`config.mk`:
```
export PLATFORM = sky130hd
export DESIGN_NAME = fetch
export DESIGN_NICKNAME = d
export VERILOG_FILES = /design/src/common/isaPkg.sv /design/src/rtl/fetch.sv
export SDC_FILE = /design/constraint.sdc
export NUM_CORES = 2
export LEC_CHECK = 0
export BUFFER_PORTS_ARGS = -buffer_cell sky130_fd_sc_hd__buf_4
export CAP_MARGIN = 15
export CORE_AREA = 2 2 444 886
export DETAILED_ROUTE_END_ITERATION = 12
export DIE_AREA = 0 0 446 888
export GPL_ROUTABILITY_DRIVEN = 0
export PLACE_DENSITY = 0.52
export SETUP_SLACK_MARGIN = 0.5
export SKIP_CTS_REPAIR_TIMING = 1
export SLEW_MARGIN = 30
export SYNTH_ARGS = -nofsm -noshare
export SYNTH_HDL_FRONTEND = slang
export SYNTH_SLANG_ARGS = --single-unit
export TNS_END_PERCENT = 20
```
`constraint.sdc`:
```
create_clock -name clk -period 2.77 [get_ports clk]
set_clock_uncertainty 0.05 [all_clocks]
set_input_delay 0.1385 -clock clk [delete_from_list [all_inputs] [get_ports clk]]
set_output_delay 0.1385 -clock clk [all_outputs]
set_load 0.03 [all_outputs]
```
`src/common/isaPkg.sv`:
```
// ISA of the 16-bit core with its word types, field positions and opcodes
// The PC is a byte address and steps by 2 for each 16-bit instruction
// Opcode values not named in opcode_e are illegal and run as NOP
`default_nettype none

package isaPkg;

   localparam int WORD_W = 16;
   localparam int REG_W  = 3;

   typedef logic [WORD_W-1:0] word_t;
   typedef logic [REG_W-1:0]  regIdx_t;

   // Field positions, shared by all formats where they overlap
   localparam int OPC_LSB  = 11;
   localparam int OPC_W    = 5;
   localparam int RS_LSB   = 8;
   localparam int RT_LSB   = 5;
   localparam int RD_R_LSB = 2;
   localparam int RD_I_LSB = 5;
   localparam int FN_LSB   = 0;
   localparam int FN_W     = 2;
   localparam int IMM5_W   = 5;
   localparam int IMM8_W   = 8;
   localparam int DISP11_W = 11;

   // JAL links here
   localparam regIdx_t LINK_REG = 3'd7;

   typedef enum logic [OPC_W-1:0] {
      OP_HALT  = 5'b00000,
      OP_NOP   = 5'b00001,
      OP_J     = 5'b00100,
      OP_JR    = 5'b00101,
      OP_JAL   = 5'b00110,
      OP_ADDI  = 5'b01000,
      OP_SUBI  = 5'b01001,
      OP_XORI  = 5'b01010,
      OP_ANDNI = 5'b01011,
      OP_BEQZ  = 5'b01100,
      OP_BNEZ  = 5'b01101,
      OP_BLTZ  = 5'b01110,
      OP_BGEZ  = 5'b01111,
      OP_ST    = 5'b10000,
      OP_LD    = 5'b10001,
      OP_LBI   = 5'b11000,
      OP_ALU   = 5'b11011
   } opcode_e;

   // Funct field of the register ALU format
   typedef enum logic [FN_W-1:0] {
      FN_ADD  = 2'b00,
      FN_SUB  = 2'b01,
      FN_XOR  = 2'b10,
      FN_ANDN = 2'b11
   } aluFunct_e;

endpackage

`default_nettype wire

```
`src/rtl/fetch.sv`:
```
// PC register, instruction memory and halt latch
// progAddr is a word index; the PC indexes memory with bit 0 dropped
// The load port writes at any time, normally during reset
`timescale 1ns/1ps
`default_nettype none

module fetch #(
   parameter int IMEM_WORDS = 256
) (
   input  logic          clk,
   input  logic          arstN,
   input  logic          progWe,
   input  isaPkg::word_t progAddr,
   input  isaPkg::word_t progData,
   input  isaPkg::word_t nextPc,
   input  logic          haltReq,
   output isaPkg::word_t pc,
   output isaPkg::word_t pcPlus2,
   output isaPkg::word_t instr,
   output logic          halt
);
   import isaPkg::*;

   localparam int IAW = $clog2(IMEM_WORDS);

   word_t imem [IMEM_WORDS];

   always_ff @(posedge clk) begin
      if (progWe) begin
         imem[progAddr[IAW-1:0]] <= progData;
      end
   end

   assign instr   = imem[pc[IAW:1]];
   assign pcPlus2 = pc + word_t'(2);

   // PC stays on the HALT instruction
   always_ff @(posedge clk or negedge arstN) begin
      if (!arstN) begin
         pc   <= '0;
         halt <= 1'b0;
      end else begin
         if (!(halt || haltReq)) begin
            pc <= nextPc;
         end
         if (haltReq) begin
            halt <= 1'b1;
         end
      end
   end

endmodule

`default_nettype wire

```
After elaboration in Yosys (flattened, before gate mapping)
Memory sizes are Yosys's and may differ from the RTL's.
Index checks and enable logic that the tools add are counted.

operators by class
  reductions and logical operators = 1
  mux-type cells = 2
  add/subtract/negate cells = 1

operators by type and width
  kind                     count
  $add A16 B2 Y16 const B  1
  $mux W1                  2
  $logic_or A1 B1 Y1       1

storage, ports and cells
  bits of input ports = 52
  RAM bits = 4,096
  memories = 1
  word-level logic and storage cells = 7
  output and inout bits = 49
  bits in registers = 17

memory list
  memory  words  width  read ports  clocked after Yosys merged registers in  wr ports  RTL line     RTL
  imem    256    16     1           0                                        1         fetch.sv:26  word_t imem [IMEM_WORDS];

Longest topological paths before layout
  depth after elaboration = 2
  depth in mapped cells = 12
  gate-level depth less buffers = 6

Worst setup path before layout
OpenSTA, ideal clock, no wires.

  path type = register to output
  start point = register pc[1]
  end point = output port instr[2]
  arrival time = 2.909 ns
  stages on the path, launching flop included = 12
  buffers on the path = 5
  required time = 2.582 ns
  setup slack = -0.327 ns
  cell sequence = dfrtp_1 -> buf_6 -> buf_12 -> buf_8 -> buf_8 -> buf_8 -> mux2i_1 -> a221oi_2 -> o21ai_1 -> a211oi_1 -> nor3_1 -> o32ai_1

on the way
  longest elaborated chain between the ends = 1

RTL lines
  what                      RTL line     RTL
  start: declaration        fetch.sv:17  output isaPkg::word_t pc,
  start signal: assignment  fetch.sv:44  pc <= nextPc;
  $mem_v2 Z256 W16          n/a
  end: declaration          fetch.sv:19  output isaPkg::word_t instr,

No other way between the ends.

Final worst setup path
  start point = register pc[1]
  end point = output port instr[13]

Same word-level chain as after synthesis.

==> metrics.txt <==
Worst-Margin Slew=1010 ps; Clock Tree Buf Depth=4; PnR worst setup slack=-1920 ps; io pins=101; DRT Wirelength=512 mm; pre-CTS setup slack=-1780 ps; syn nets=7403; initial antenna violation count=15; CP Cell Sequence=buf_12 -> buf_16 -> buf_16 -> buf_12 -> mux4_2 -> mux4_2 -> a22o_4 -> nor4_4 -> buf_4 -> o32ai_4 -> buf_6; post-DR vias/cell=5.83; Buf/Inv on CP=6; die width=446 um; initial drt markers=7411; Post-Syn Instances=7350; Slew Limit Fails=0; sequential share of the synthesized area=0.777; post-synth cell types=66; setup violators final=29; area leader, netlist=edfxtp_1; Rel. slew slack=0.324; power after layout=141000 uW; largest net degree at the start of global routing=113; CTS buffer count=355; RSZ-0062 raised after global routing=true; Async SR Flop Fraction=0.00413; DRT antenna net count=0; YS warnings=0; sw frac=0.251; pwr/cell area=734 nW/um2; clock period minus worst slack=4690 ps; CP arrival=4500 ps; Worst Hold Class=in2reg; failing checks=setup timing; Worst path slowest cell=mux4_2; clock share of power=0.368; Util after Layout=0.492; die area=396000 um2; GRT Overall Usage=0.255; WHS=45.2 ps; first-pass GRT wire length=698 mm; Synth area leaders=edfxtp_1 (77%), mux4_2 (12%), mux2i_1 (2.5%); Comb power frac=0.144; placed cells=13300; clock root buffer=clkbuf_16; Int Power=105000 uW; critical path peak fanout=7; status=finished with violations; Reg clk slew, reported paths=70 ps; Worst IR Drop VDD=0.525 mV; crit path kind=reg2out; syn avg cell area=21.6 um2; Area Overhead vs Synth=20.7%; Fmax=213 MHz; Main synth FF type=edfxtp_1; Final nets=8840; EDFF count, synth=4096; CTS H-tree depth=5; fin crit share=1.69; DIE HEIGHT=888 um; Worst setup SP type=flop; total clock sinks=4113; Seq pwr share=0.488; Cell Count, Final, Fillers Out=14100; row cnt=324; static leakage=0.0620 uW; vias in the first global route=85200; Required @ worst endpoint=2580 ps; via count=82400; Core Box Area=389000 um2; CTS tree=done; number of remaining DRC errors=0; Clock Latency Late Sink=920 ps; DP Wirelength=346 mm; # Max-Cap Violations=0; Crit. End Element=output pin; slowest stage delay, CP=550 ps; post-synth top area share=0.774; delay-heaviest family, CP=multiplexers; drt wl/cell=36.2 um; layout cell share with drive strength beyond 1=0.355; First-pass DRT Iterations=5; initial core utilization=0.408; Yosys reg bits=4113; IO buf count=92; switching power=35300 uW; final hold vios=0; mapped cell area=159000 um2; remaining global-route overflow=0
## metrics by stage
stage          instance area [um2]  TNS [ps]
2_1_floorplan               159000         0
3_3_place_gp                177000    -22400
3_5_place_dp                177000    -21710
4_1_cts                     189000    -50140
5_1_grt                     192000    -37490
6_report                    192000    -36150
## cell usage in the layout, fill, tap and decap left out, types with 12 or more instances in the layout
cell type	netlist	routed
bufinv_16	0	49
nand2_1	147	144
o211ai_1	16	16
clkinvlp_4	0	20
and3_1	17	15
a211o_1	12	12
diode_2	0	12
nand3_1	44	32
a211oi_1	55	38
nor2_2	0	113
buf_16	0	16
a21oi_1	91	82
clkbuf_16	0	373
clkbuf_1	207	55
mux2_2	49	48
buf_6	76	25
nand4_1	18	18
mux4_2	861	861
o21ai_1	11	14
o22ai_1	123	102
a22o_1	39	35
buf_4	43	1119
a221o_1	45	45
o31ai_1	52	41
nor3_1	25	17
clkinv_1	1	64
edfxtp_1	4096	4096
buf_8	14	27
nor2_1	345	226
a221oi_2	6	33
a221oi_1	120	91
nor2b_1	23	19
clkinv_2	0	72
dlygate4sd3_1	0	66
a22oi_1	32	31
mux2i_1	391	389
o21ai_0	115	109
o22ai_2	0	20
buf_12	6	265
a211oi_2	0	15
## cell type report
class	count	area (um2)
Fill cell	31500	198000
Sequential cell	4113	123000
Multi-Input combinational cell	2776	34200
Timing Repair Buffer	1532	15800
Clock buffer	414	9190
Tap cell	5053	6320
Clock inverter	230	2580
Inverter	9	46.3
Antenna cell	12	30.0
## worst register-to-register path: cells and delay by family, from the launching register on
| kind | cells | cell delay, ps |
|---|---|---|
| buffers and inverters | 6 | 1250 |
| DFF | 1 | 490 |
| AOI/OAI and AO/OA | 1 | 260 |
## state kept, by name, indices dropped and copies added (netlist names)
| signal | count |
|---|---|
| imem | 4096 |
| pc | 16 |
| halt | 1 |
## logic make-up (layout without fill, tap and decap cells)
logic type,count (synthesis),after routing,synth area share
compound gates,787,787,0.0358
other cells,0,12,0
xor+xnor,13,13,0.000717
buf+inv,461,2185,0.0177
simple gates,674,674,0.0184
flops,4113,4113,0.777
fa+ha+maj,1,1,0.0000788
mux,1301,1301,0.150
## metal layers
| layer | routed length [um] | GRT usage | vias up |
|---|---|---|---|
| met5 | 69 | 0 | - |
| met4 | 31200 | 0.131 | 10 |
| met3 | 25000 | 0.0284 | 764 |
| met2 | 276000 | 0.470 | 2839 |
| met1 | 180000 | 0.289 | 44900 |
| li1 | - | - | 33900 |
## final timing paths
path                                 from        end  slack (ps)  cells after the start
worst min register to register       halt       halt         590                      2
min in group asynchronous           arstN      pc[1]         260                      4
worst min-delay path            nextPc[2]      pc[2]          50                      3
worst max register to register      pc[4]      pc[4]         510                      7
worst max-delay path                pc[1]  instr[13]       -1920                     11
max in group asynchronous           arstN      pc[4]        2180                      4
## cell usage after synthesis, drive strengths merged (4+ instances only)
cell,number
o2111ai,5
o31ai,52
nand2b,11
a22oi,32
o21ai,126
and2,9
edfxtp,4096
mux2,49
a211oi,55
nor2,345
mux2i,391
nor4,14
o221ai,6
inv,8
a211o,12
a22o,39
xnor2,9
xor2,4
a221oi,126
mux4,861
nand2,147
nand3b,4
clkbuf,207
and3,17
or2,9
o2111a,4
buf,245
nand3,44
o41ai,6
nor3,25
a2111oi,13
a31oi,10
o32ai,9
o211ai,16
o22ai,123
a21oi,91
dfrtp,17
nand4,18
nor2b,23
a221o,45
a311oi,7
## power by group through the flow
stage	combinational (uW)	clock, uW	sequential [uW]
5_1_grt	20800	54600	68600
6_report	20300	51800	68600
2_1_floorplan	8830	0	70000
4_1_cts	19300	52600	68600
3_3_place_gp	19100	0	70000
3_5_place_dp	19200	0	70000
No activity file was read; power rests on OpenSTA's default activity.
