File: src/common/isaPkg.sv
// ISA of the 16-bit core with its word types, field positions and opcodes
// The PC is a byte address and steps by 2 for each 16-bit instruction
// Opcode values not named in opcode_e are illegal and run as NOP
`default_nettype none

package isaPkg;

   localparam int WORD_W = 16;
   localparam int REG_W  = 3;

   typedef logic [WORD_W-1:0] word_t;
   typedef logic [REG_W-1:0]  regIdx_t;

   // Field positions, shared by all formats where they overlap
   localparam int OPC_LSB  = 11;
   localparam int OPC_W    = 5;
   localparam int RS_LSB   = 8;
   localparam int RT_LSB   = 5;
   localparam int RD_R_LSB = 2;
   localparam int RD_I_LSB = 5;
   localparam int FN_LSB   = 0;
   localparam int FN_W     = 2;
   localparam int IMM5_W   = 5;
   localparam int IMM8_W   = 8;
   localparam int DISP11_W = 11;

   // JAL links here
   localparam regIdx_t LINK_REG = 3'd7;

   typedef enum logic [OPC_W-1:0] {
      OP_HALT  = 5'b00000,
      OP_NOP   = 5'b00001,
      OP_J     = 5'b00100,
      OP_JR    = 5'b00101,
      OP_JAL   = 5'b00110,
      OP_ADDI  = 5'b01000,
      OP_SUBI  = 5'b01001,
      OP_XORI  = 5'b01010,
      OP_ANDNI = 5'b01011,
      OP_BEQZ  = 5'b01100,
      OP_BNEZ  = 5'b01101,
      OP_BLTZ  = 5'b01110,
      OP_BGEZ  = 5'b01111,
      OP_ST    = 5'b10000,
      OP_LD    = 5'b10001,
      OP_LBI   = 5'b11000,
      OP_ALU   = 5'b11011
   } opcode_e;

   // Funct field of the register ALU format
   typedef enum logic [FN_W-1:0] {
      FN_ADD  = 2'b00,
      FN_SUB  = 2'b01,
      FN_XOR  = 2'b10,
      FN_ANDN = 2'b11
   } aluFunct_e;

endpackage

`default_nettype wire

File: src/common/ctrlPkg.sv
// Decoded controls passed from decode to the later stages
// The register write enable in ctrl_t is already gated while halted
`default_nettype none

package ctrlPkg;

   typedef enum logic [2:0] {ALU_ADD, ALU_SUB, ALU_XOR, ALU_ANDN, ALU_PASSB} aluOp_e;

   typedef enum logic [1:0] {WB_ALU, WB_MEM, WB_PC2} wbSel_e;

   typedef enum logic [1:0] {PC_SEQ, PC_BRANCH, PC_JUMP, PC_REG} pcSel_e;

   typedef enum logic [2:0] {BR_NONE, BR_EQZ, BR_NEZ, BR_LTZ, BR_GEZ} brCond_e;

   typedef struct packed {
      aluOp_e  aluOp;
      logic    useImm;
      wbSel_e  wbSel;
      logic    regWe;
      logic    memWe;
      logic    memRe;
      pcSel_e  pcSel;
      brCond_e brCond;
      logic    halt;
      logic    illegal;
   } ctrl_t;

   typedef struct packed {
      ctrl_t           ctrl;
      isaPkg::word_t   rsVal;
      isaPkg::word_t   rtVal;
      isaPkg::word_t   imm;
      isaPkg::regIdx_t rd;
   } decoded_t;

endpackage

`default_nettype wire

File: src/rtl/memory.sv
// Data memory, next-PC select and write-back select
// Data memory is word addressed by the low bits of aluRes
// No store is made in reset or once halted
`timescale 1ns/1ps
`default_nettype none

module memory #(
   parameter int DMEM_WORDS = 256
) (
   input  logic              clk,
   input  logic              arstN,
   input  ctrlPkg::decoded_t dec,
   input  isaPkg::word_t     aluRes,
   input  logic              taken,
   input  isaPkg::word_t     pcPlus2,
   input  logic              halted,
   output isaPkg::word_t     nextPc,
   output isaPkg::word_t     wbData,
   output logic              stWe,
   output isaPkg::word_t     stAddr,
   output isaPkg::word_t     stData
);
   import isaPkg::*;
   import ctrlPkg::*;

   localparam int DAW = $clog2(DMEM_WORDS);

   word_t           dmem [DMEM_WORDS];
   logic [DAW-1:0]  dIdx;
   word_t           rdData;

   assign dIdx   = aluRes[DAW-1:0];
   assign stWe   = dec.ctrl.memWe & arstN & ~halted;
   assign stAddr = aluRes;
   assign stData = dec.rtVal;
   assign rdData = dec.ctrl.memRe ? dmem[dIdx] : '0;

   always_ff @(posedge clk) begin
      if (stWe) begin
         dmem[dIdx] <= stData;
      end
   end

   always_comb begin
      case (dec.ctrl.pcSel)
         PC_BRANCH: nextPc = taken ? pcPlus2 + dec.imm : pcPlus2;
         PC_JUMP:   nextPc = pcPlus2 + dec.imm;
         PC_REG:    nextPc = dec.rsVal + dec.imm;
         default:   nextPc = pcPlus2;
      endcase
   end

   always_comb begin
      case (dec.ctrl.wbSel)
         WB_MEM:  wbData = rdData;
         WB_PC2:  wbData = pcPlus2;
         default: wbData = aluRes;
      endcase
   end

endmodule

`default_nettype wire

File: config.mk
export PLATFORM = sky130hd
export DESIGN_NAME = memory
export DESIGN_NICKNAME = d
export VERILOG_FILES = /design/src/common/isaPkg.sv /design/src/common/ctrlPkg.sv /design/src/rtl/memory.sv
export SDC_FILE = /design/constraint.sdc
export NUM_CORES = 2
export LEC_CHECK = 0
export CORE_AREA = 2 2 515 568
export CTS_CLUSTER_SIZE = 14
export DETAILED_ROUTE_END_ITERATION = 8
export DIE_AREA = 0 0 517 570
export DONT_BUFFER_PORTS = 1
export MAX_ROUTING_LAYER = met4
export PLACE_DENSITY_LB_ADDON = 0.1
export SYNTH_ARGS = -nofsm -noshare
export SYNTH_HDL_FRONTEND = slang
export SYNTH_SLANG_ARGS = --single-unit
File: constraint.sdc
create_clock -name clk -period 6.95 [get_ports clk]
set_input_delay 0.695 -clock clk [delete_from_list [all_inputs] [get_ports clk]]
set_output_delay 0.695 -clock clk [all_outputs]
set_load 0.005 [all_outputs]
---- Word-level counts from Yosys, hierarchy flattened ----
Memory sizes are Yosys's and may differ from the RTL's.
Index checks and enable logic that the tools add are counted.
storage, ports and cells
  memory bits (writable) .................. 4,096
  input port bits ......................... 103
  register bits after elaboration ......... 0
  output and inout bits ................... 65
  memories ................................ 1
  logic and storage cells ................. 17
cells by class
  multiplexer cells ....................... 6
  add/sub/neg operators ................... 2
  bitwise logic cells ..................... 3
  equal/unequal tests ..................... 5
memory list
  name  words  width  read ports  clocked after memory_dff  wr ports  line          RTL
  dmem  256    16     1           0                         1         memory.sv:28  word_t dmem [DMEM_WORDS];
operators with widths
  cell                  number
  $pmux W16 S3          1
  $add A16 B16 Y16      2
  $mux W16              2
  $pmux W16 S2          1
  $eq A2 B2 Y1 const B  3
  $eq A2 B1 Y1 const B  2
  $and A1 B1 Y1         2
  $mux W1               2
  $not A1 Y1            1

---- Depth between registers and ports, before layout ----
  depth in word-level cells ............... 4
  gate-level depth with buffers ........... 13
  mapped depth without buffers ............ 12

---- Worst setup path before layout ----
Ideal clock, no wire load.
  kind .................................... input to output
  start point ............................. input port aluRes[0]
  end point ............................... output port wbData[2]
  slack ................................... 3.037 ns
  arrival time ............................ 3.218 ns
  path buffers ............................ 5
  stages on the path ...................... 11
  required time ........................... 6.255 ns
  cell sequence ........................... buf_2 buf_6 buf_6 buf_2 buf_2 mux4_2 mux4_2 a22oi_1 nand2_1 nor4_1 nor2_1
on the way
  longest elaborated chain between the ends .. 3
RTL lines
  item              line          RTL
  from (decl)       memory.sv:13  input isaPkg::word_t aluRes,
  $mem_v2 Z256 W16  n/a
  $mux W16          memory.sv:36  assign rdData = dec.ctrl.memRe ? dmem[dIdx] : '0;
  $pmux W16 S2      memory.sv:54  case (dec.ctrl.wbSel)
  to (decl)         memory.sv:18  output isaPkg::word_t wbData,
Every way passes these cells.

---- Worst setup path in the final report ----
  start point ............................. input port aluRes[1]
  end point ............................... output port wbData[9]
Same word-level chain as after synthesis.

==> results_dict.tcl <==
set metrics [dict create \
    setup.worst_path.start_class "input port" \
    synth_compound_area_share_pct 1.86 \
    firstDrtPassIters 5 \
    top_register "dmem" \
    cp_max_fo 165 \
    post_drt_via_cell_ratio 6.68 \
    hold_depth 0 \
    global_route_wire_length_before_repair_mm 588 \
    yosysTopAreaCellShare_pct 77.6 \
    postSynth.asyncResetShare_pct 0 \
    syn_area_per_cell_um2 23.5 \
    mostFrequentLayoutCell "edfxtp_1" \
    filler_cell_count 19700 \
    routed-via-count 75500 \
    setup_viol_count_final 0 \
    area.sequential_um2 123000 \
    ctsRootBufferMaster "clkbuf_16" \
    yosys.cell_types.count 60 \
    largest_register_ff_count 4096 \
    ant_nets 0 \
    post_synth_inst_count 6748 \
    status "complete, no violations" \
    hold_viol_final 0 \
    worst-path-buf-inv 6 \
    mostFrequentLayoutCells "edfxtp_1 (4096), mux4_2 (1204), clkbuf_16 (411), buf_4 (310), nor2_2 (152)" \
    postPlaceCellArea_um2 164000 \
    crit_chain "buf_16 -> buf_16 -> buf_16 -> mux4_2 -> mux4_2 -> mux4_2 -> a221oi_1 -> buf_4 -> a31oi_1 -> buf_4 -> buf_4" \
    yosys-top-cells-area "edfxtp_1 (78%), mux4_2 (17%), nor2_1 (0.71%), clkbuf_1 (0.50%), a22oi_1 (0.48%)" \
    synth_top_family_by_area "multiplexers" \
    ys_seq_elements 4096 \
    initial_utilization_pct 54.9 \
    hold_path_class "input port to flip-flop" \
    report.final.slew_viol_count 0 \
    worst_min_delay_path_endpoint "dmem[137][5]" \
    area_occupied_by_multi_input_gates_um2 33700 \
    die_area_um2 295000 \
    globalRouteOverflowTotal 0 \
    synth-xor-area-share_pct 0.133 \
    nets 7239 \
    slew_at_the_pin_with_the_worst_max_slew_slack_ns 1.39 \
    grt_setup_unrepaired "no" \
    synth-edff-count 4096 \
    numCtsBuffers 400 \
    area_growth_pct 12.3 \
    final_min_period_over_clock_period_pct 93.9 \
    post-cts-setup-buffer-count 0 \
    crit_path_top_delay_cell "buf_16" \
    dp_hpwl_mm 214 \
    ys_dominant_reg_cell "edfxtp_1" \
    hold_path_startpoint "dec[24]" \
    max_slew_margin_pct 7.34 \
    cts_sinks 4096 \
    synth_nets 6885 \
    cts_buffer_depth 4 \
    timing.final.crit_period_ns 6.53 \
    worst_path_dominant_cell_family "buffers and inverters" \
    core.rowCount 207 \
    cap_viol_max_count 0 \
    grt_antenna_before_repair 29 \
    max_stage_delay_ns 0.72 \
    worstPathArrival_ns 5.83 \
    finish.instance_area_um2 178000 \
    static-leakage-power_nw 55.0 \
    cp_data_required_time_ns 6.25 \
    power.ir.vdd_worst_mv 0.330 \
    fp.coreArea_um2 289000 \
    synth-adder-area-share_pct 0.278 \
    tritoncts "done" \
    dr.first_iter.drc_count 10200 \
    first_global_vias 75200 \
    netlist_area_um2 158000 \
    grt_max_degree 1031 \
    routed_wire_length_per_instance_um 37.5 \
    drcViolationCount 0 \
    synth-simple-area-share_pct 1.33 \
    routed_wirelength_mm 424 \
    yosys.area.top_type "edfxtp_1" \
    largestRegisters "dmem (4096)" \
    htree_num_levels 5 \
    die-width_um 517 \
    final_core_utilization_pct 61.7 \
    sort_of_element_at_the_end_of_the_critical_path "output port" \
    muxShareOfSynthArea_pct 17.4 \
    holdWs_ns 0.0896 \
    die_height_um 570 \
    clk_transition_reported_paths_ns 0.06 \
    placer_congestion 0.861 \
    power_per_cell_area_nw_per_um2 285 \
    io_buffer_count 0 \
    design.portCount 168 \
    ys_warn_count 0 \
    fin_tns_setup_ns 0 \
    grt_util_all_layers_pct 29.6 \
    final_layout_size_suffix_gt1_share_pct 31.0 \
    synth_seq_area_share_pct 77.6 \
    path_class "input port to output port" \
    fmax_mhz 153 \
]
Yosys cell counts, types with 5 or more instances:
master and instances:
xnor2_1 17, buf_1 28, nor2_1 300, o221ai_1 5, mux4_2 1204, buf_6 30, o22ai_1 27, inv_1 16
ha_1 32, nor3_1 32, a21o_1 7, nor2b_1 10, a221oi_1 54, a21oi_1 95, clkbuf_1 213, a31oi_1 7
o21ai_1 5, xor2_1 7, a211o_1 7, nand2_1 90, nand2b_1 9, a32oi_1 7, edfxtp_1 4096, a22o_1 41
o21ai_0 17, nand3_1 31, o31a_1 5, buf_4 63, and3_1 11, a22oi_1 102, buf_2 82, mux2i_1 37
cell families (layout without fill, tap and decap cells):
family                   after synthesis  in the layout
AO/OA/AOI/OAI                        412            412
flip-flops                          4096           4096
multiplexers                        1245           1245
AND/OR/NAND/NOR                      504            504
adder cells (fa/ha/maj)               34             34
XOR/XNOR                              24             24
buffers and inverters                433           1104
other                                  0             18
per-layer routing:
metal / share of wire (%) / wire (µm) / track usage, % / up-vias
li1: - / - / - / 29800
met4: 3.4 / 14500 / 9.02 / 0
met1: 38 / 163000 / 41.3 / 41200
met2: 49 / 206000 / 45.3 / 3936
met5: 0 / 0 / - / -
met3: 9.5 / 40300 / 5.59 / 593
final cells by class:
class                   instances  area share [%]
flip-flops and latches       4096            69.1
multi-input cells            2219            18.9
clock buffers                 484            5.90
well taps                    3866            2.72
repair buffers                368            2.00
clock inverters               235            1.26
inverters                      17          0.0366
diodes                         18          0.0253
what timing repair did:
action,in CTS,in global routing
gates cloned,4,3
gates resized for setup,0,1
hold buffers,28,5
hold endpoints to repair,737,38
setup endpoints to repair,15,11
power by group:
group	total, mW	switching (mW)	internal [mW]
clock	21.3	9.14	12.2
combinational	2.26	1.28	0.977
sequential	27.2	0.00342	27.2
per-stage QoR:
step / instances / setup slack [ns] / power (mW)
2_1_floorplan: 6748 / 3.04 / 29.1
3_3_place_gp: 10500 / -0.617 / 29.6
3_5_place_dp: 10500 / -0.731 / 29.6
4_1_cts: 11300 / 0.149 / 50.9
5_1_grt: 11300 / 0.140 / 52.0
6_report: 11300 / 0.424 / 50.8
how the worst max path moves through the flow:
stage	startpoint	endpoint	slack, ns	cells past startpoint
after global routing	aluRes[0]	wbData[15]	0.14	14
after global placement	aluRes[0]	wbData[11]	-0.62	12
after floorplan	aluRes[0]	wbData[2]	3.04	11
after CTS	aluRes[0]	wbData[11]	0.15	10
final	aluRes[1]	wbData[9]	0.42	11
after detailed placement	aluRes[0]	wbData[11]	-0.73	12
Note: power is estimated with default switching activity, not from simulation.
