File: config.mk
export PLATFORM = sky130hd
export DESIGN_NAME = execute
export DESIGN_NICKNAME = d
export VERILOG_FILES = /design/src/common/isaPkg.sv /design/src/common/ctrlPkg.sv /design/src/rtl/execute.sv
export SDC_FILE = /design/constraint.sdc
export NUM_CORES = 1
export LEC_CHECK = 0
export ABC_AREA = 1
export BUFFER_PORTS_ARGS = -buffer_cell sky130_fd_sc_hd__buf_2
export CORE_MARGIN = 1.5
export CORE_UTILIZATION = 48
export DETAILED_ROUTE_END_ITERATION = 8
export PLACE_DENSITY = 0.89
export SLEW_MARGIN = 25
export SYNTH_ARGS = -nofsm -noshare
export SYNTH_HDL_FRONTEND = slang
export SYNTH_SLANG_ARGS = --single-unit
File: constraint.sdc
create_clock -name vclk -period 3.1
set_input_delay 0.62 -clock vclk [all_inputs]
set_output_delay 0.62 -clock vclk [all_outputs]
set_load 0.05 [all_outputs]
File: src/common/isaPkg.sv
// ISA of the 16-bit core with its word types, field positions and opcodes
// The PC is a byte address and steps by 2 for each 16-bit instruction
// Opcode values not named in opcode_e are illegal and run as NOP
`default_nettype none

package isaPkg;

   localparam int WORD_W = 16;
   localparam int REG_W  = 3;

   typedef logic [WORD_W-1:0] word_t;
   typedef logic [REG_W-1:0]  regIdx_t;

   // Field positions, shared by all formats where they overlap
   localparam int OPC_LSB  = 11;
   localparam int OPC_W    = 5;
   localparam int RS_LSB   = 8;
   localparam int RT_LSB   = 5;
   localparam int RD_R_LSB = 2;
   localparam int RD_I_LSB = 5;
   localparam int FN_LSB   = 0;
   localparam int FN_W     = 2;
   localparam int IMM5_W   = 5;
   localparam int IMM8_W   = 8;
   localparam int DISP11_W = 11;

   // JAL links here
   localparam regIdx_t LINK_REG = 3'd7;

   typedef enum logic [OPC_W-1:0] {
      OP_HALT  = 5'b00000,
      OP_NOP   = 5'b00001,
      OP_J     = 5'b00100,
      OP_JR    = 5'b00101,
      OP_JAL   = 5'b00110,
      OP_ADDI  = 5'b01000,
      OP_SUBI  = 5'b01001,
      OP_XORI  = 5'b01010,
      OP_ANDNI = 5'b01011,
      OP_BEQZ  = 5'b01100,
      OP_BNEZ  = 5'b01101,
      OP_BLTZ  = 5'b01110,
      OP_BGEZ  = 5'b01111,
      OP_ST    = 5'b10000,
      OP_LD    = 5'b10001,
      OP_LBI   = 5'b11000,
      OP_ALU   = 5'b11011
   } opcode_e;

   // Funct field of the register ALU format
   typedef enum logic [FN_W-1:0] {
      FN_ADD  = 2'b00,
      FN_SUB  = 2'b01,
      FN_XOR  = 2'b10,
      FN_ANDN = 2'b11
   } aluFunct_e;

endpackage

`default_nettype wire

File: src/common/ctrlPkg.sv
// Decoded controls passed from decode to the later stages
// The register write enable in ctrl_t is already gated while halted
`default_nettype none

package ctrlPkg;

   typedef enum logic [2:0] {ALU_ADD, ALU_SUB, ALU_XOR, ALU_ANDN, ALU_PASSB} aluOp_e;

   typedef enum logic [1:0] {WB_ALU, WB_MEM, WB_PC2} wbSel_e;

   typedef enum logic [1:0] {PC_SEQ, PC_BRANCH, PC_JUMP, PC_REG} pcSel_e;

   typedef enum logic [2:0] {BR_NONE, BR_EQZ, BR_NEZ, BR_LTZ, BR_GEZ} brCond_e;

   typedef struct packed {
      aluOp_e  aluOp;
      logic    useImm;
      wbSel_e  wbSel;
      logic    regWe;
      logic    memWe;
      logic    memRe;
      pcSel_e  pcSel;
      brCond_e brCond;
      logic    halt;
      logic    illegal;
   } ctrl_t;

   typedef struct packed {
      ctrl_t           ctrl;
      isaPkg::word_t   rsVal;
      isaPkg::word_t   rtVal;
      isaPkg::word_t   imm;
      isaPkg::regIdx_t rd;
   } decoded_t;

endpackage

`default_nettype wire

File: src/rtl/execute.sv
// ALU and branch condition, purely combinational
// SUB and SUBI compute B minus A, that is Rt or imm minus Rs
`timescale 1ns/1ps
`default_nettype none

module execute (
   input  ctrlPkg::decoded_t dec,
   output isaPkg::word_t     aluRes,
   output logic              taken
);
   import isaPkg::*;
   import ctrlPkg::*;

   word_t opA;
   word_t opB;

   assign opA = dec.rsVal;
   // Memory ops take the offset through the immediate path
   assign opB = dec.ctrl.useImm ? dec.imm : dec.rtVal;

   always_comb begin
      case (dec.ctrl.aluOp)
         ALU_ADD:   aluRes = opA + opB;
         ALU_SUB:   aluRes = opB - opA;
         ALU_XOR:   aluRes = opA ^ opB;
         ALU_ANDN:  aluRes = opA & ~opB;
         ALU_PASSB: aluRes = opB;
         default:   aluRes = '0;
      endcase
   end

   // Conditions test Rs only
   always_comb begin
      case (dec.ctrl.brCond)
         BR_EQZ:  taken = (dec.rsVal == '0);
         BR_NEZ:  taken = (dec.rsVal != '0);
         BR_LTZ:  taken = dec.rsVal[WORD_W-1];
         BR_GEZ:  taken = ~dec.rsVal[WORD_W-1];
         default: taken = 1'b0;
      endcase
   end

endmodule

`default_nettype wire

==> results of run 1 <==
## metal layers
metal,overflow,global-route usage (%)
met4,1,74.4
met1,0,67.7
met3,0,44.3
met2,0,92.7
met5,0,3.03
## cell families after synthesis
kind of cell    count (synthesis)  synth area share (%)
fa+ha+maj                      34                  19.8
mux                             1                 0.458
xor+xnor                       13                  5.21
compound gates                 68                  20.3
simple gates                  200                  40.6
buf+inv                        75                  13.6
## synth_stat cells, drive strengths merged
master   count
nand2       98
inv         68
ha          33
nor2        33
nand3       30
o21ai       25
or2         21
a21oi       20
xor2         9
nand4        8
buf          6
o22ai        6
nor3         5
a221oi       4
xnor2        4
a22oi        3
nand3b       3
o2111ai      3
and3         2
o211ai       2
a21o         1
a31oi        1
clkinv       1
fa           1
mux2i        1
o21a         1
o21bai       1
o221ai       1
## timing repair
action                     in CTS
resized for setup             135
cloned                          1
setup buffers                  10
pin swaps                      57
setup endpoints to repair      13
## through the flow
stage | instances | util, % | instance area (µm²)
after detailed placement | 583 | 75.9 | 3330
after global placement | 583 | 75.9 | 3330
after CTS | 594 | 89.2 | 3910
after floorplan | 391 | - | 2380
==> results.md, run 1 <==
| Item | Value |
| --- | --- |
| Die Span X | 70.5 µm |
| Placer congestion estimate | 0.959 |
| Dominant cell type by area after synthesis | sky130_fd_sc_hd__ha_1 |
| First error line in the log | [ERROR GRT-0232] Routing congestion too high. Check the congestion heatmap in the GUI. |
| Net count after synthesis | 492 |
| Fraction of synthesized cell area taken by the top area cell type | 18.9% |
| I/O pins | 84 |
| Avg Cell Area, Syn | 5.59 µm² |
| Number of input and output port buffers inserted | 72 |
| Portion of the post-synthesis area used by sequential elements | 0% |
| Worst-slack endpoint at the end of global-route timing repair | aluRes[15] |
| Cell area after technology mapping | 0.00219 mm² |
| Biggest area contributors in the synthesized netlist | sky130_fd_sc_hd__ha_1 (19%), sky130_fd_sc_hd__nand2_1 (17%), sky130_fd_sc_hd__inv_1 (10%), sky130_fd_sc_hd__nand3_1 (6.9%), sky130_fd_sc_hd__nor2_1 (5.7%) |
| Yosys warnings | 0 |
| Maximum number of pins on one net before global-route repair | 17 |
| Worst slack, placed | -0.535 ns |
| # hold bufs at CTS | 0 |
| Worst endpoint type | top-level output |
| Overall overflow remaining after global route | 1 |
| Gate Count Post-Synth | 391 |
| Die Span Y | 70.5 µm |
| Standard-cell row count | 24 |
| Distinct cells, synth | 38 |
| Initial core utilization | 49.9% |
| HPWL Detailed | 6.88 mm |
| Stage where the run ended | 5_1_grt |
| Status | did not finish |
| Global routing usage summed across all routing layers | 69.0% |
==> run 2, diff against run 1 <==
--- a/config.mk
+++ b/config.mk
@@ -8,9 +8,9 @@
 export ABC_AREA = 1
 export BUFFER_PORTS_ARGS = -buffer_cell sky130_fd_sc_hd__buf_2
 export CORE_MARGIN = 1.5
-export CORE_UTILIZATION = 48
+export CORE_UTILIZATION = 40
 export DETAILED_ROUTE_END_ITERATION = 8
-export PLACE_DENSITY = 0.89
+export PLACE_DENSITY_LB_ADDON = 0.15
 export SLEW_MARGIN = 25
 export SYNTH_ARGS = -nofsm -noshare
 export SYNTH_HDL_FRONTEND = slang
==> constraint.sdc (replaced) <==
create_clock -name vclk -period 4.05
set_input_delay 0.81 -clock vclk [all_inputs]
set_output_delay 0.81 -clock vclk [all_outputs]
set_load 0.05 [all_outputs]
==> run 2 against run 1 <==
  * The run now ends clean
  * Synthesized cell count is the same
  * Synthesized area unchanged
==> results.md, run 2 <==
| Item | Value | vs previous |
| --- | --- | --- |
| Status | complete, no violations | was did not finish |
| Antenna violations before repair | 0 |  |
| Number of placed instances with taps included | 550 | was 583 |
| Post-layout net count | 586 |  |
| Worst setup path category | input port to primary output |  |
| Placer congestion estimate | 0.907 | was 0.959 |
| Sequential cells | 0 |  |
| Yosys warnings | 0 | unchanged |
| Maximum vdd drop | 73.9 µV |  |
| Net count after synthesis | 492 | unchanged |
| Highest attainable clock frequency | 0.258 GHz |  |
| Die Span X | 76.9 µm | was 70.5 µm |
| Share of cells above drive strength 1 | 32.3% |  |
| Total via count after detailed routing | 2767 |  |
| Critical path launch point type | input port |  |
| Number of input and output port buffers inserted | 72 | unchanged |
| Fraction of synthesized cell area taken by the top area cell type | 18.9% | unchanged |
| Initial core utilization | 42.0% | was 49.9% |
| Most common cell after layout, fill and taps aside | sky130_fd_sc_hd__nand2_1 |  |
| Area of the placeable core | 0.00520 mm² |  |
| Critical path data required time | 3.24 ns |  |
| Global routing usage summed across all routing layers | 22.8% |  |
| Met2 WL | 3.18 mm |  |
| Die Span Y | 76.9 µm | was 70.5 µm |
| Top routing layer in use | met4 |  |
| Gate Count Post-Synth | 391 | unchanged |
| HPWL Detailed | 5.63 mm | was 6.88 mm |
| Non-filler cells in the finished layout | 553 |  |
| Sequential standard cell area | 0 µm² |  |
| Slew Limit Headroom | 45.5% |  |
| I/O pins | 84 | unchanged |
| Timing endpoint of the critical path | aluRes[7] |  |
| Arrival time worst endpoint | 3.07 ns |  |
| Crit. Startpoint | dec[66] |  |
| Maximum capacitance violations | 0 |  |
| Inserted Diodes | 0 |  |
| Final hold violation count | 0 |  |
| Drt pass-1 iters | 4 |  |
| Wire length of the first global-routing pass | 11.4 mm |  |
| Part of the power in the clock network | 0% |  |
| Commonest non-fill, non-tap cells in the layout | sky130_fd_sc_hd__nand2_1 (91), sky130_fd_sc_hd__buf_2 (65), sky130_fd_sc_hd__inv_1 (54) |  |
| Total detailed-routing wirelength | 6.86 mm |  |
| Standard-cell row count | 26 | was 24 |
| Number of DRC violations after detailed routing | 0 |  |
| Avg Cell Area, Syn | 5.59 µm² | unchanged |
| Element type at the critical path end | primary output |  |
| Finish-stage setup viols | 0 |  |
| Area overhead of the layout relative to synthesis | 35.8% |  |
| Slew Viols, Final | 0 |  |
| Distinct cells, synth | 38 | unchanged |
| Clk_buf instances | 0 |  |
| Worst hold start | dec[54] |  |
| Maximum number of pins on one net before global-route repair | 17 |  |
| Biggest area contributors in the synthesized netlist | sky130_fd_sc_hd__ha_1 (19%), sky130_fd_sc_hd__nand2_1 (17%), sky130_fd_sc_hd__inv_1 (10%), sky130_fd_sc_hd__nand3_1 (6.9%), sky130_fd_sc_hd__nor2_1 (5.7%) | unchanged |
| Commonest cells in the netlist | sky130_fd_sc_hd__nand2_1 (98), sky130_fd_sc_hd__inv_1 (59), sky130_fd_sc_hd__ha_1 (33), sky130_fd_sc_hd__nor2_1 (33), sky130_fd_sc_hd__nand3_1 (30) | unchanged |
| Total power per unit cell area | 189 mW/mm² |  |
| Min-Delay Path Class | input port to primary output |  |
| Drt via density | 5.00 |  |
| Dominant cell type by area after synthesis | sky130_fd_sc_hd__ha_1 | unchanged |
| Final Worst Setup Slack | 0.168 ns |  |
| Final Cycle Share | 95.8% |  |
| Portion of the post-synthesis area used by sequential elements | 0% | unchanged |
| Actual slew at the worst max-slew pin | 0.812 ns |  |
| Antenna violation net count after detailed routing | 0 |  |
| Switching power share of the total | 61.9% |  |
| Static Leakage | 0.00163 µW |  |
| Floorplan die area | 0.00592 mm² |  |
| Cell area after technology mapping | 0.00219 mm² | unchanged |
| Overall overflow remaining after global route | 0 |  |
| Met3 Routed Length | 321 µm |  |
| M1 WL | 3.29 mm |  |
| Max FO, Critical Path | 5 |  |
| Power spent charging and discharging nets | 347 µW |  |
| Most frequently used cell type in the post-synthesis netlist | sky130_fd_sc_hd__nand2_1 | unchanged |
| Via count of the first global-routing pass | 2546 |  |
| First DRT Iteration DRCs | 177 |  |
| Post-layout min period | 3.88 ns |  |
| Wirelength per Cell | 12.4 µm |  |
| Internal power of the cells | 213 µW |  |
| Worst slack, placed | -0.0266 ns | was -0.535 ns |
| Share of power burned in registers | 0% |  |
| Part of the power in combinational logic | 100.0% |  |
-- run 2: cell counts after synthesis --
No cell type changed its count.
-- run 2: worst min path at each step --
| stage | slack (ns) | cells after the start | end |
|---|---|---|---|
| floorplan | 2.08 | 2 | taken |
| global placement | 2.10 | 4 | taken |
| detailed placement | 2.10 | 4 | taken |
| CTS | 2.10 | 4 | taken |
| global route | 2.13 | 4 | taken |
| finish | 2.10 | 4 | taken |
-- run 2: final cells by class --
type	instances	area [µm²]
fillers	565	2230
multi-input cells	316	2030
repair buffers	98	588
inverters	69	262
well taps	70	87.6
-- run 2: layer usage --
metal | up-vias | GRT usage [%]
li1 | 1480 | -
met3 | 4 | 0.238
met4 | 0 | 1.11
met5 | - | 0
met1 | 1213 | 31.9
met2 | 70 | 40.5
-- run 2: stage by stage --
| stage | setup TNS, ns | hold WS, ns | util, % | total power, µW | cell area, µm² |
|---|---|---|---|---|---|
| after global placement | -0.0590 | 2.10 | 53.2 | 500 | 2770 |
| final | 0 | 2.10 | 57.1 | 560 | 2970 |
| after detailed placement | -0.0407 | 2.10 | 53.2 | 508 | 2770 |
| after CTS | 0 | 2.10 | 53.3 | 512 | 2780 |
| after global routing | -0.00910 | 2.13 | 57.1 | 622 | 2970 |
| after floorplan | 0 | 2.08 | - | 360 | 2190 |
-- run 2: cell families (layout without fill, tap and decap cells) --
logic type	after synthesis	count (layout)	synth area share (%)
AND/OR/NAND/NOR	200	200	40.6
AO/OA/AOI/OAI	68	68	20.3
buffers and inverters	75	167	13.6
adder cells (fa/ha/maj)	34	34	19.8
XOR/XNOR	13	13	5.21
multiplexers	1	1	0.458
-- run 2: power groups by stage --
stage,Clock (µW),Combinational [µW],Sequential [µW]
6_report,0,560,0
5_1_grt,0,622,0
4_1_cts,0,512,0
3_5_place_dp,0,508,0
3_3_place_gp,0,500,0
2_1_floorplan,0,360,0
-- run 2: worst max-delay path: stages --
cell                       delay [ns]
sky130_fd_sc_hd__buf_2           0.12
sky130_fd_sc_hd__inv_1           0.06
sky130_fd_sc_hd__nand3_2         0.10
sky130_fd_sc_hd__inv_2           0.05
sky130_fd_sc_hd__or2_2           0.27
sky130_fd_sc_hd__xor2_1          0.14
sky130_fd_sc_hd__ha_1            0.36
sky130_fd_sc_hd__a21oi_2         0.18
sky130_fd_sc_hd__nand2_2         0.10
sky130_fd_sc_hd__nand2_1         0.09
sky130_fd_sc_hd__nand2_2         0.08
sky130_fd_sc_hd__or2_2           0.28
sky130_fd_sc_hd__nand3_1         0.07
sky130_fd_sc_hd__o211ai_1        0.12
sky130_fd_sc_hd__buf_4           0.23
-- run 2: timing repair --
action                                 in CTS  in global routing
gates resized for setup                     3                 47
setup endpoints to repair                   2                 10
pin swaps                                   0                 15
hold buffers                                0                  0
setup buffers                               0                  3
endpoints found under the hold margin       0                  0
Power figures use the tool's default switching activity.
