==> src/common/isaPkg.sv <==
// ISA of the 16-bit core with its word types, field positions and opcodes
// The PC is a byte address and steps by 2 for each 16-bit instruction
// Opcode values not named in opcode_e are illegal and run as NOP
`default_nettype none

package isaPkg;

   localparam int WORD_W = 16;
   localparam int REG_W  = 3;

   typedef logic [WORD_W-1:0] word_t;
   typedef logic [REG_W-1:0]  regIdx_t;

   // Field positions, shared by all formats where they overlap
   localparam int OPC_LSB  = 11;
   localparam int OPC_W    = 5;
   localparam int RS_LSB   = 8;
   localparam int RT_LSB   = 5;
   localparam int RD_R_LSB = 2;
   localparam int RD_I_LSB = 5;
   localparam int FN_LSB   = 0;
   localparam int FN_W     = 2;
   localparam int IMM5_W   = 5;
   localparam int IMM8_W   = 8;
   localparam int DISP11_W = 11;

   // JAL links here
   localparam regIdx_t LINK_REG = 3'd7;

   typedef enum logic [OPC_W-1:0] {
      OP_HALT  = 5'b00000,
      OP_NOP   = 5'b00001,
      OP_J     = 5'b00100,
      OP_JR    = 5'b00101,
      OP_JAL   = 5'b00110,
      OP_ADDI  = 5'b01000,
      OP_SUBI  = 5'b01001,
      OP_XORI  = 5'b01010,
      OP_ANDNI = 5'b01011,
      OP_BEQZ  = 5'b01100,
      OP_BNEZ  = 5'b01101,
      OP_BLTZ  = 5'b01110,
      OP_BGEZ  = 5'b01111,
      OP_ST    = 5'b10000,
      OP_LD    = 5'b10001,
      OP_LBI   = 5'b11000,
      OP_ALU   = 5'b11011
   } opcode_e;

   // Funct field of the register ALU format
   typedef enum logic [FN_W-1:0] {
      FN_ADD  = 2'b00,
      FN_SUB  = 2'b01,
      FN_XOR  = 2'b10,
      FN_ANDN = 2'b11
   } aluFunct_e;

endpackage

`default_nettype wire

==> src/common/ctrlPkg.sv <==
// Decoded controls passed from decode to the later stages
// The register write enable in ctrl_t is already gated while halted
`default_nettype none

package ctrlPkg;

   typedef enum logic [2:0] {ALU_ADD, ALU_SUB, ALU_XOR, ALU_ANDN, ALU_PASSB} aluOp_e;

   typedef enum logic [1:0] {WB_ALU, WB_MEM, WB_PC2} wbSel_e;

   typedef enum logic [1:0] {PC_SEQ, PC_BRANCH, PC_JUMP, PC_REG} pcSel_e;

   typedef enum logic [2:0] {BR_NONE, BR_EQZ, BR_NEZ, BR_LTZ, BR_GEZ} brCond_e;

   typedef struct packed {
      aluOp_e  aluOp;
      logic    useImm;
      wbSel_e  wbSel;
      logic    regWe;
      logic    memWe;
      logic    memRe;
      pcSel_e  pcSel;
      brCond_e brCond;
      logic    halt;
      logic    illegal;
   } ctrl_t;

   typedef struct packed {
      ctrl_t           ctrl;
      isaPkg::word_t   rsVal;
      isaPkg::word_t   rtVal;
      isaPkg::word_t   imm;
      isaPkg::regIdx_t rd;
   } decoded_t;

endpackage

`default_nettype wire

==> src/rtl/decode/regFile.sv <==
// Eight 16-bit registers, all cleared by reset
// Reads are combinational; a write lands at the edge, so a read
// in the same cycle sees the old value
`timescale 1ns/1ps
`default_nettype none

module regFile (
   input  logic            clk,
   input  logic            arstN,
   input  isaPkg::regIdx_t rdAddrA,
   input  isaPkg::regIdx_t rdAddrB,
   input  logic            we,
   input  isaPkg::regIdx_t wrAddr,
   input  isaPkg::word_t   wrData,
   output isaPkg::word_t   rdDataA,
   output isaPkg::word_t   rdDataB
);
   import isaPkg::*;

   word_t regs [2**REG_W];

   always_ff @(posedge clk or negedge arstN) begin
      if (!arstN) begin
         for (int i = 0; i < 2**REG_W; i++) begin
            regs[i] <= '0;
         end
      end else if (we) begin
         regs[wrAddr] <= wrData;
      end
   end

   assign rdDataA = regs[rdAddrA];
   assign rdDataB = regs[rdAddrB];

endmodule

`default_nettype wire

==> src/rtl/decode/decode.sv <==
// Opcode decoder and register file
// Unknown opcodes run as NOP with illegal set; err shows them
// Register writes and err stay low in reset and once halted
`timescale 1ns/1ps
`default_nettype none

module decode (
   input  logic              clk,
   input  logic              arstN,
   input  isaPkg::word_t     instr,
   input  logic              halted,
   input  isaPkg::word_t     wbData,
   output ctrlPkg::decoded_t dec,
   output isaPkg::regIdx_t   wrAddr,
   output logic              regWe,
   output logic              err
);
   import isaPkg::*;
   import ctrlPkg::*;

   opcode_e   op;
   aluFunct_e fn;
   regIdx_t   rsIdx;
   regIdx_t   rtIdx;
   word_t     rsVal;
   word_t     rtVal;
   word_t     sext5;
   word_t     zext5;
   word_t     sext8;
   word_t     sext11;
   ctrl_t     ctl;
   word_t     imm;
   regIdx_t   rd;
   logic      live;

   assign op    = opcode_e'(instr[OPC_LSB +: OPC_W]);
   assign fn    = aluFunct_e'(instr[FN_LSB +: FN_W]);
   assign rsIdx = instr[RS_LSB +: REG_W];
   // Rt position also holds the ST data register
   assign rtIdx = instr[RT_LSB +: REG_W];
   assign live  = arstN & ~halted;

   assign sext5  = {{(WORD_W-IMM5_W){instr[IMM5_W-1]}}, instr[IMM5_W-1:0]};
   assign zext5  = {{(WORD_W-IMM5_W){1'b0}}, instr[IMM5_W-1:0]};
   assign sext8  = {{(WORD_W-IMM8_W){instr[IMM8_W-1]}}, instr[IMM8_W-1:0]};
   assign sext11 = {{(WORD_W-DISP11_W){instr[DISP11_W-1]}}, instr[DISP11_W-1:0]};

   always_comb begin
      ctl        = '0;
      ctl.aluOp  = ALU_ADD;
      ctl.wbSel  = WB_ALU;
      ctl.pcSel  = PC_SEQ;
      ctl.brCond = BR_NONE;
      imm        = sext5;
      rd         = instr[RD_R_LSB +: REG_W];
      case (op)
         OP_HALT: ctl.halt = 1'b1;
         OP_NOP:  ;
         OP_ADDI, OP_SUBI, OP_XORI, OP_ANDNI: begin
            ctl.useImm = 1'b1;
            ctl.regWe  = 1'b1;
            rd         = instr[RD_I_LSB +: REG_W];
            case (op)
               OP_SUBI:  ctl.aluOp = ALU_SUB;
               OP_XORI:  ctl.aluOp = ALU_XOR;
               OP_ANDNI: ctl.aluOp = ALU_ANDN;
               default:  ctl.aluOp = ALU_ADD;
            endcase
            // Logical immediates are unsigned
            if (op == OP_XORI || op == OP_ANDNI) begin
               imm = zext5;
            end
         end
         OP_ALU: begin
            ctl.regWe = 1'b1;
            case (fn)
               FN_SUB:  ctl.aluOp = ALU_SUB;
               FN_XOR:  ctl.aluOp = ALU_XOR;
               FN_ANDN: ctl.aluOp = ALU_ANDN;
               default: ctl.aluOp = ALU_ADD;
            endcase
         end
         OP_LBI: begin
            ctl.aluOp  = ALU_PASSB;
            ctl.useImm = 1'b1;
            ctl.regWe  = 1'b1;
            imm        = sext8;
            rd         = rsIdx;
         end
         OP_LD: begin
            ctl.useImm = 1'b1;
            ctl.memRe  = 1'b1;
            ctl.wbSel  = WB_MEM;
            ctl.regWe  = 1'b1;
            rd         = instr[RD_I_LSB +: REG_W];
         end
         OP_ST: begin
            ctl.useImm = 1'b1;
            ctl.memWe  = 1'b1;
         end
         OP_BEQZ, OP_BNEZ, OP_BLTZ, OP_BGEZ: begin
            ctl.pcSel = PC_BRANCH;
            imm       = sext8;
            case (op)
               OP_BEQZ: ctl.brCond = BR_EQZ;
               OP_BNEZ: ctl.brCond = BR_NEZ;
               OP_BLTZ: ctl.brCond = BR_LTZ;
               default: ctl.brCond = BR_GEZ;
            endcase
         end
         OP_J: begin
            ctl.pcSel = PC_JUMP;
            imm       = sext11;
         end
         OP_JAL: begin
            ctl.pcSel = PC_JUMP;
            ctl.wbSel = WB_PC2;
            ctl.regWe = 1'b1;
            imm       = sext11;
            rd        = LINK_REG;
         end
         OP_JR: begin
            ctl.pcSel = PC_REG;
            imm       = sext8;
         end
         default: ctl.illegal = 1'b1;
      endcase
      ctl.regWe = ctl.regWe & live;
   end

   regFile u_regFile (
      .clk     (clk),
      .arstN   (arstN),
      .rdAddrA (rsIdx),
      .rdAddrB (rtIdx),
      .we      (ctl.regWe),
      .wrAddr  (rd),
      .wrData  (wbData),
      .rdDataA (rsVal),
      .rdDataB (rtVal)
   );

   assign dec    = '{ctrl: ctl, rsVal: rsVal, rtVal: rtVal, imm: imm, rd: rd};
   assign wrAddr = rd;
   assign regWe  = ctl.regWe;
   assign err    = ctl.illegal & live;

endmodule

`default_nettype wire

==> config.mk <==
export PLATFORM = sky130hd
export DESIGN_NAME = decode
export DESIGN_NICKNAME = d
export VERILOG_FILES = /design/src/common/isaPkg.sv /design/src/common/ctrlPkg.sv /design/src/rtl/decode/regFile.sv /design/src/rtl/decode/decode.sv
export SDC_FILE = /design/constraint.sdc
export NUM_CORES = 1
export LEC_CHECK = 0
export ABC_AREA = 1
export BUFFER_PORTS_ARGS = -buffer_cell sky130_fd_sc_hd__buf_2
export CORE_UTILIZATION = 45
export DETAILED_ROUTE_END_ITERATION = 12
export GPL_ROUTABILITY_DRIVEN = 0
export REMOVE_ABC_BUFFERS = 1
export SETUP_SLACK_MARGIN = 0.3
export SLEW_MARGIN = 0
export SYNTH_ARGS = -nofsm -noshare
export SYNTH_HDL_FRONTEND = slang
export SYNTH_HIERARCHICAL = 1
export SYNTH_SLANG_ARGS = --single-unit
==> constraint.sdc <==
create_clock -name clk -period 1.55 [get_ports clk]
set_input_delay 0.2325 -clock clk [delete_from_list [all_inputs] [get_ports clk]]
set_output_delay 0.2325 -clock clk [all_outputs]
set_load 0.02 [all_outputs]
Word level (Yosys, flattened, before mapping)

Cells that the tools add are included.

Bitwise logic cells: 7
Add/subtract/negate cells: 0
Div/mod/pow operators: 0
Equality and inequality tests: 19
Magnitude comparators: 4
Multiplexer cells: 25
Multiply operators: 0
Reductions and logical operators: 11
Shifts and indexed selects: 0

Operators with widths:

| cell                                                                  | count |
|---|---|
| 128-bit bitwise mux                                                   | 1 |
| 16-bit binary-select mux with 3-bit select                            | 2 |
| 16-bit two-way mux                                                    | 6 |
| 16-bit demux with 3-bit select                                        | 1 |
| 16-bit case mux with 3 select lines                                   | 1 |
| 5-bit by 4-bit == test with 1-bit output (second input constant)      | 8 |
| 3-bit case mux with 3 select lines                                    | 3 |
| 5-bit == test (second input constant)                                 | 4 |
| 2-bit case mux with 3 select lines                                    | 3 |
| 17-bit OR reduction                                                   | 1 |
| 5-bit by 3-bit == test with 1-bit output (second input constant)      | 3 |
| 4-bit >= comparator (second input constant)                           | 3 |
| 3-bit NOT with 4-bit output                                           | 3 |
| 4-bit OR reduction                                                    | 2 |
| 8-bit OR reduction                                                    | 1 |
| 7-bit OR reduction                                                    | 1 |
| 1-bit two-way mux                                                     | 6 |
| 6-bit OR reduction                                                    | 1 |
| 5-bit by 1-bit == test with 1-bit output (second input constant)      | 1 |
| 5-bit logical NOT                                                     | 1 |
| 5-bit OR reduction                                                    | 1 |
| 2-bit == test (second input constant)                                 | 2 |
| 4-bit by 1-bit < comparator with 1-bit output (second input constant) | 1 |
| 2-bit case mux with 2 select lines                                    | 1 |
| 7 further kinds                                                       | 9 |

Word-level logic and storage cells: 74
Input bits: 35
ROM bits: 0
Latch bits: 0
Memory bits (writable): 0
Memories kept: 0
Bits in registers: 128

Longest topological paths before layout

Depth after elaboration: 9
Gate-level depth with buffers: 14
Mapped depth without buffers: 12

Hierarchy

The synthesis kept the hierarchy.

Modules (own cells, without submodules):

| module  | area each (um^2) | times used | sequential area each (um^2) | cells an instance |
|---|---|---|---|---|
| regFile | 7490.9           | 1          | 3203.1                      | 1165 |
| decode  | 610.6            | 1          | 0.0                         | 111 |

Worst setup path before layout

Ideal clock, no wire load.

Path kind: input-to-reg
Start: input instr[15]
End: register u_regFile/regs[21] (netlist bit)
Path slack: -822 ps
Cell stages on the path: 12
Arrival time: 2242 ps
Setup time: 130 ps
Path buffers: 2
Cell sequence: buf_4 inv_4 nand3_1 nor2_2 inv_1 a31oi_1 inv_1 nor2_2 nand3_1 buf_2 nand2_1 o21ai_0

RTL lines:

| element                                                          | line          | source |
|---|---|---|
| from (decl)                                                      | decode.sv:10  | `input isaPkg::word_t instr,` |
| 5-bit by 4-bit == test with 1-bit output (tied with other cells) | decode.sv:56  | `case (op)` |
| 8-bit OR reduction (no source line) *                            | n/a           |  |
| 1-bit two-way mux *                                              | decode.sv:56  |  |
| 1-bit AND *                                                      | decode.sv:128 | `ctl.regWe = ctl.regWe & live;` |
| via regWe                                                        | decode.sv:15  | `output logic regWe,` |
| to (signal, indexed assignment)                                  | regFile.sv:28 | `regs[wrAddr] <= wrData;` |
| to (decl)                                                        | regFile.sv:20 | `word_t regs [2**REG_W];` |

Mark *: on every way through the listed nets, which the timed path passes. The rest lies on a longest branch.
A chain may end at the register's enable or synchronous reset.

Worst setup path after layout

Start: input instr[11]
End: output err

Word-level cells in the longest chain between the ends: 4

Ends and longest elaborated chain:

| element                                                          | line          | source |
|---|---|---|
| 5-bit by 4-bit == test with 1-bit output (tied with other cells) | decode.sv:56  |  |
| 17-bit OR reduction (no source line) *                           | n/a           |  |
| 1-bit two-way mux *                                              | decode.sv:56  |  |
| 1-bit AND *                                                      | decode.sv:146 | `assign err = ctl.illegal & live;` |
| to (decl)                                                        | decode.sv:16  | `output logic err` |

Mark *: on every way between the ends. The rest lies on a longest branch, timed or not.

==> impl_metrics.csv <==
group,metric,value,unit
yosys,synth_cells,1276,
yosys,ys_ff_latch,128,
timing,post-route-period-util,108,%
setup_path,crit_arrival,1.43,ns
run_status,status,"finished, violations left",
cells_and_area,top_regs,"u_regFile/regs (128)",
yosys,synth_cell_types,29,
clocking,cts_sinks,128,
timing,setup_viol,146,
timing,rsz0062_at_grt,"yes",
timing,fin_skew,0,ns
yosys,async_reset_ff_share,100,%
setup_path,crit_required,1.32,ns
cells_and_area,final_layout_size_suffix_gt1_share,33.1,%
setup_path,endpoint,"err",
cells_and_area,largest_reg_flops,128,
clocking,cts_made_buffers,17,
detailed_routing,ant_nets,0,
clocking,cts_max_path_buffers,2,
cells_and_area,layout_commonest_cell,"nand2_1",
timing,slew-limit-headroom,47.1,%
clocking,clk_latency,0.43,ns
yosys,synth-edff-count,0,
yosys,synthMuxAreaShare,0,%
global_route,grt_overflow,0,
power,leakage,6.27,nW
yosys,synthFlopType,"dfrtp_1",
setup_path,reg2reg_depth,4,
cells_and_area,regMostFlops,"u_regFile/regs",
power,power_density,1090,nW/um2
floorplanning,die_h,136,um
timing,whs,0.0273,ns
yosys,syn_area_per_cell,6.35,um2
timing,worst_pin_slew,0.794,ns
run_status,violations,"negative setup slack",
timing,final_hold_viol_count,0,
setup_path,endpoint_kind,"output pin",
cells_and_area,final_util,66.6,%
floorplanning,rows,48,
setup_path,r2r_start,"u_regFile/regs[76]",
clocking,cts_root_buffer,"clkbuf_16",
setup_path,crit_start,"instr[11]",
placement,place_hpwl,16.4,mm
setup_path,ff2ff_setup_slack,0.67,ns
floorplanning,start_util,46.5,%
detailed_routing,drt_iter0_markers,755,
timing,drv_slew,0,
global_route,antenna_found_initial,0,
floorplanning,coreArea,17400,um2
cells_and_area,syn2layout_area_growth,43.1,%
yosys,synth_area,8100,um2
detailed_routing,num_vias,8902,
yosys,synthSimpleGateAreaFrac,37.8,%
clocking,clk_transition_reported_paths,0.06,ns
global_route,grt_first_pass_wirelength,42.7,mm
detailed_routing,drc,0,
cells_and_area,postLayoutCellArea,11600,um2
cells_and_area,final_cell_mix,"nand2_1 (516), dfrtp_1 (128), nand3_1 (114)",
run,maxCapViolations,0,
cells_and_area,final_nets,1501,
global_route,grtUsageTotal,30.7,%
yosys,synth_compound_area_share,9.19,%
detailed_routing,wl_per_cell,17.7,um
yosys,synthAdderAreaFrac,0,%
hold_path,hp-class,"in -> reg",
global_route,grt_max_degree,129,
yosys,synth_xor_area_share,0,%
yosys,synth_top_family_by_area,"simple AND/OR/NAND/NOR gates",
power,p_total,12.7,mW
floorplanning,die-area,18500,um2
setup_path,crit_path_start_kind,"primary input",
global_route,grt_pass1_vias,8084,
floorplanning,die_w,136,um
detailed_routing,firstDrtPassIters,5,
timing,min_period,1.67,ns
detailed_routing,viasPerCell,5.22,
clocking,cts_tree,"built",
cells_and_area,antennaDiodeCount,0,
placement,io_buffers,106,
setup_path,worstSetupPathType,"in -> out",
setup_path,crit_fanout,5,
timing,max_freq,600,MHz
yosys,yosysWarnings,6,
detailed_routing,wl,30.1,mm
placement,place_area,9340,um2
yosys,ys_seq_area_share,39.5,%
floorplanning,ioPinCount,107,
timing,setup_slack,-0.117,ns
setup_path,worst_r2r_endpoint,"u_regFile/regs[76]",
power,ir_drop,863,uV
clocking,htreeDepth,4,
-- per-layer routing --
| layer | track usage (%) | part of all wire (%) | vias to the layer above |
|---|---|---|---|
| li1 | - | - | 4302 |
| met1 | 40.3 | 41 | 4156 |
| met2 | 51.5 | 49 | 388 |
| met3 | 4.92 | 7.9 | 56 |
| met4 | 9.81 | 2.3 | 0 |
| met5 | 0 | 0 | - |
-- per-stage QoR --
step	TNS [ns]	instances	worst slack, ns
final	-5.22	1704	-0.117
after floorplan	-159.72	1191	-1.34
after CTS	-1.35	1648	-0.0448
after detailed placement	-61.55	1602	-0.513
after global routing	-23.46	1704	-0.208
after global placement	-54.45	1602	-0.420
-- power breakdown --
group / total, mW / switching, mW / internal (mW) / leakage (nW)
clock network: 4.15 / 1.58 / 2.57 / 0.289
logic: 4.08 / 2.31 / 1.77 / 4.32
registers: 4.44 / 0.410 / 4.03 / 1.66
total: 12.7 / 4.31 / 8.37 / 6.27
-- cell usage after synthesis, types with 4 or more instances --
| master | instances | share of area, % |
|---|---|---|
| buf_2 | 43 | 2.7 |
| clkbuf_2 | 4 | 0.25 |
| nor2_1 | 17 | 0.79 |
| inv_1 | 167 | 7.7 |
| inv_2 | 5 | 0.23 |
| nand2_1 | 571 | 26 |
| buf_4 | 15 | 1.4 |
| dfrtp_1 | 128 | 40 |
| a21oi_1 | 7 | 0.43 |
| o21ai_0 | 136 | 8.4 |
| clkbuf_1 | 21 | 0.97 |
| nand3_1 | 138 | 8.5 |
-- critical path, stage by stage --
cell        delay, ns
buf_12           0.09
clkinvlp_4       0.14
buf_6            0.15
buf_6            0.11
o211ai_1         0.23
nand4_1          0.17
nor2_1           0.15
buf_4            0.15
-- what timing repair did --
item / CTS / global route
pin swaps: 37 / 117
setup endpoints to repair: 194 / 195
hold buffers: 1 / 0
endpoints found under the hold margin: 25 / 0
gates cloned: 2 / 8
buffers inserted: 11 / 48
resized for setup: 121 / 271
-- kinds of logic after synthesis --
| group | Yosys count |
|---|---|
| flip-flops | 128 |
| AND/OR/NAND/NOR | 742 |
| buffers and inverters | 259 |
| AO/OA/AOI/OAI | 147 |
-- final cells by class --
cell class,count,area [um2]
Tap cell,225,282
Inverter,174,682
Clock inverter,13,163
Multi-Input combinational cell,889,4260
Sequential cell,128,3200
Timing Repair Buffer,256,2560
Fill cell,1508,5820
Clock buffer,19,443
-- how the worst min path moves through the flow --
stage	startpoint	end	slack [ns]	cells after the start
after floorplan	arstN	u_regFile/regs[0]	-0.06	0
after global placement	arstN	u_regFile/regs[76]	0.45	2
after detailed placement	arstN	u_regFile/regs[76]	0.45	2
after CTS	wbData[13]	u_regFile/regs[13]	0.02	3
after global routing	wbData[13]	u_regFile/regs[13]	0.03	3
final	wbData[13]	u_regFile/regs[13]	0.03	3
No activity file was read; power rests on OpenSTA's default activity.
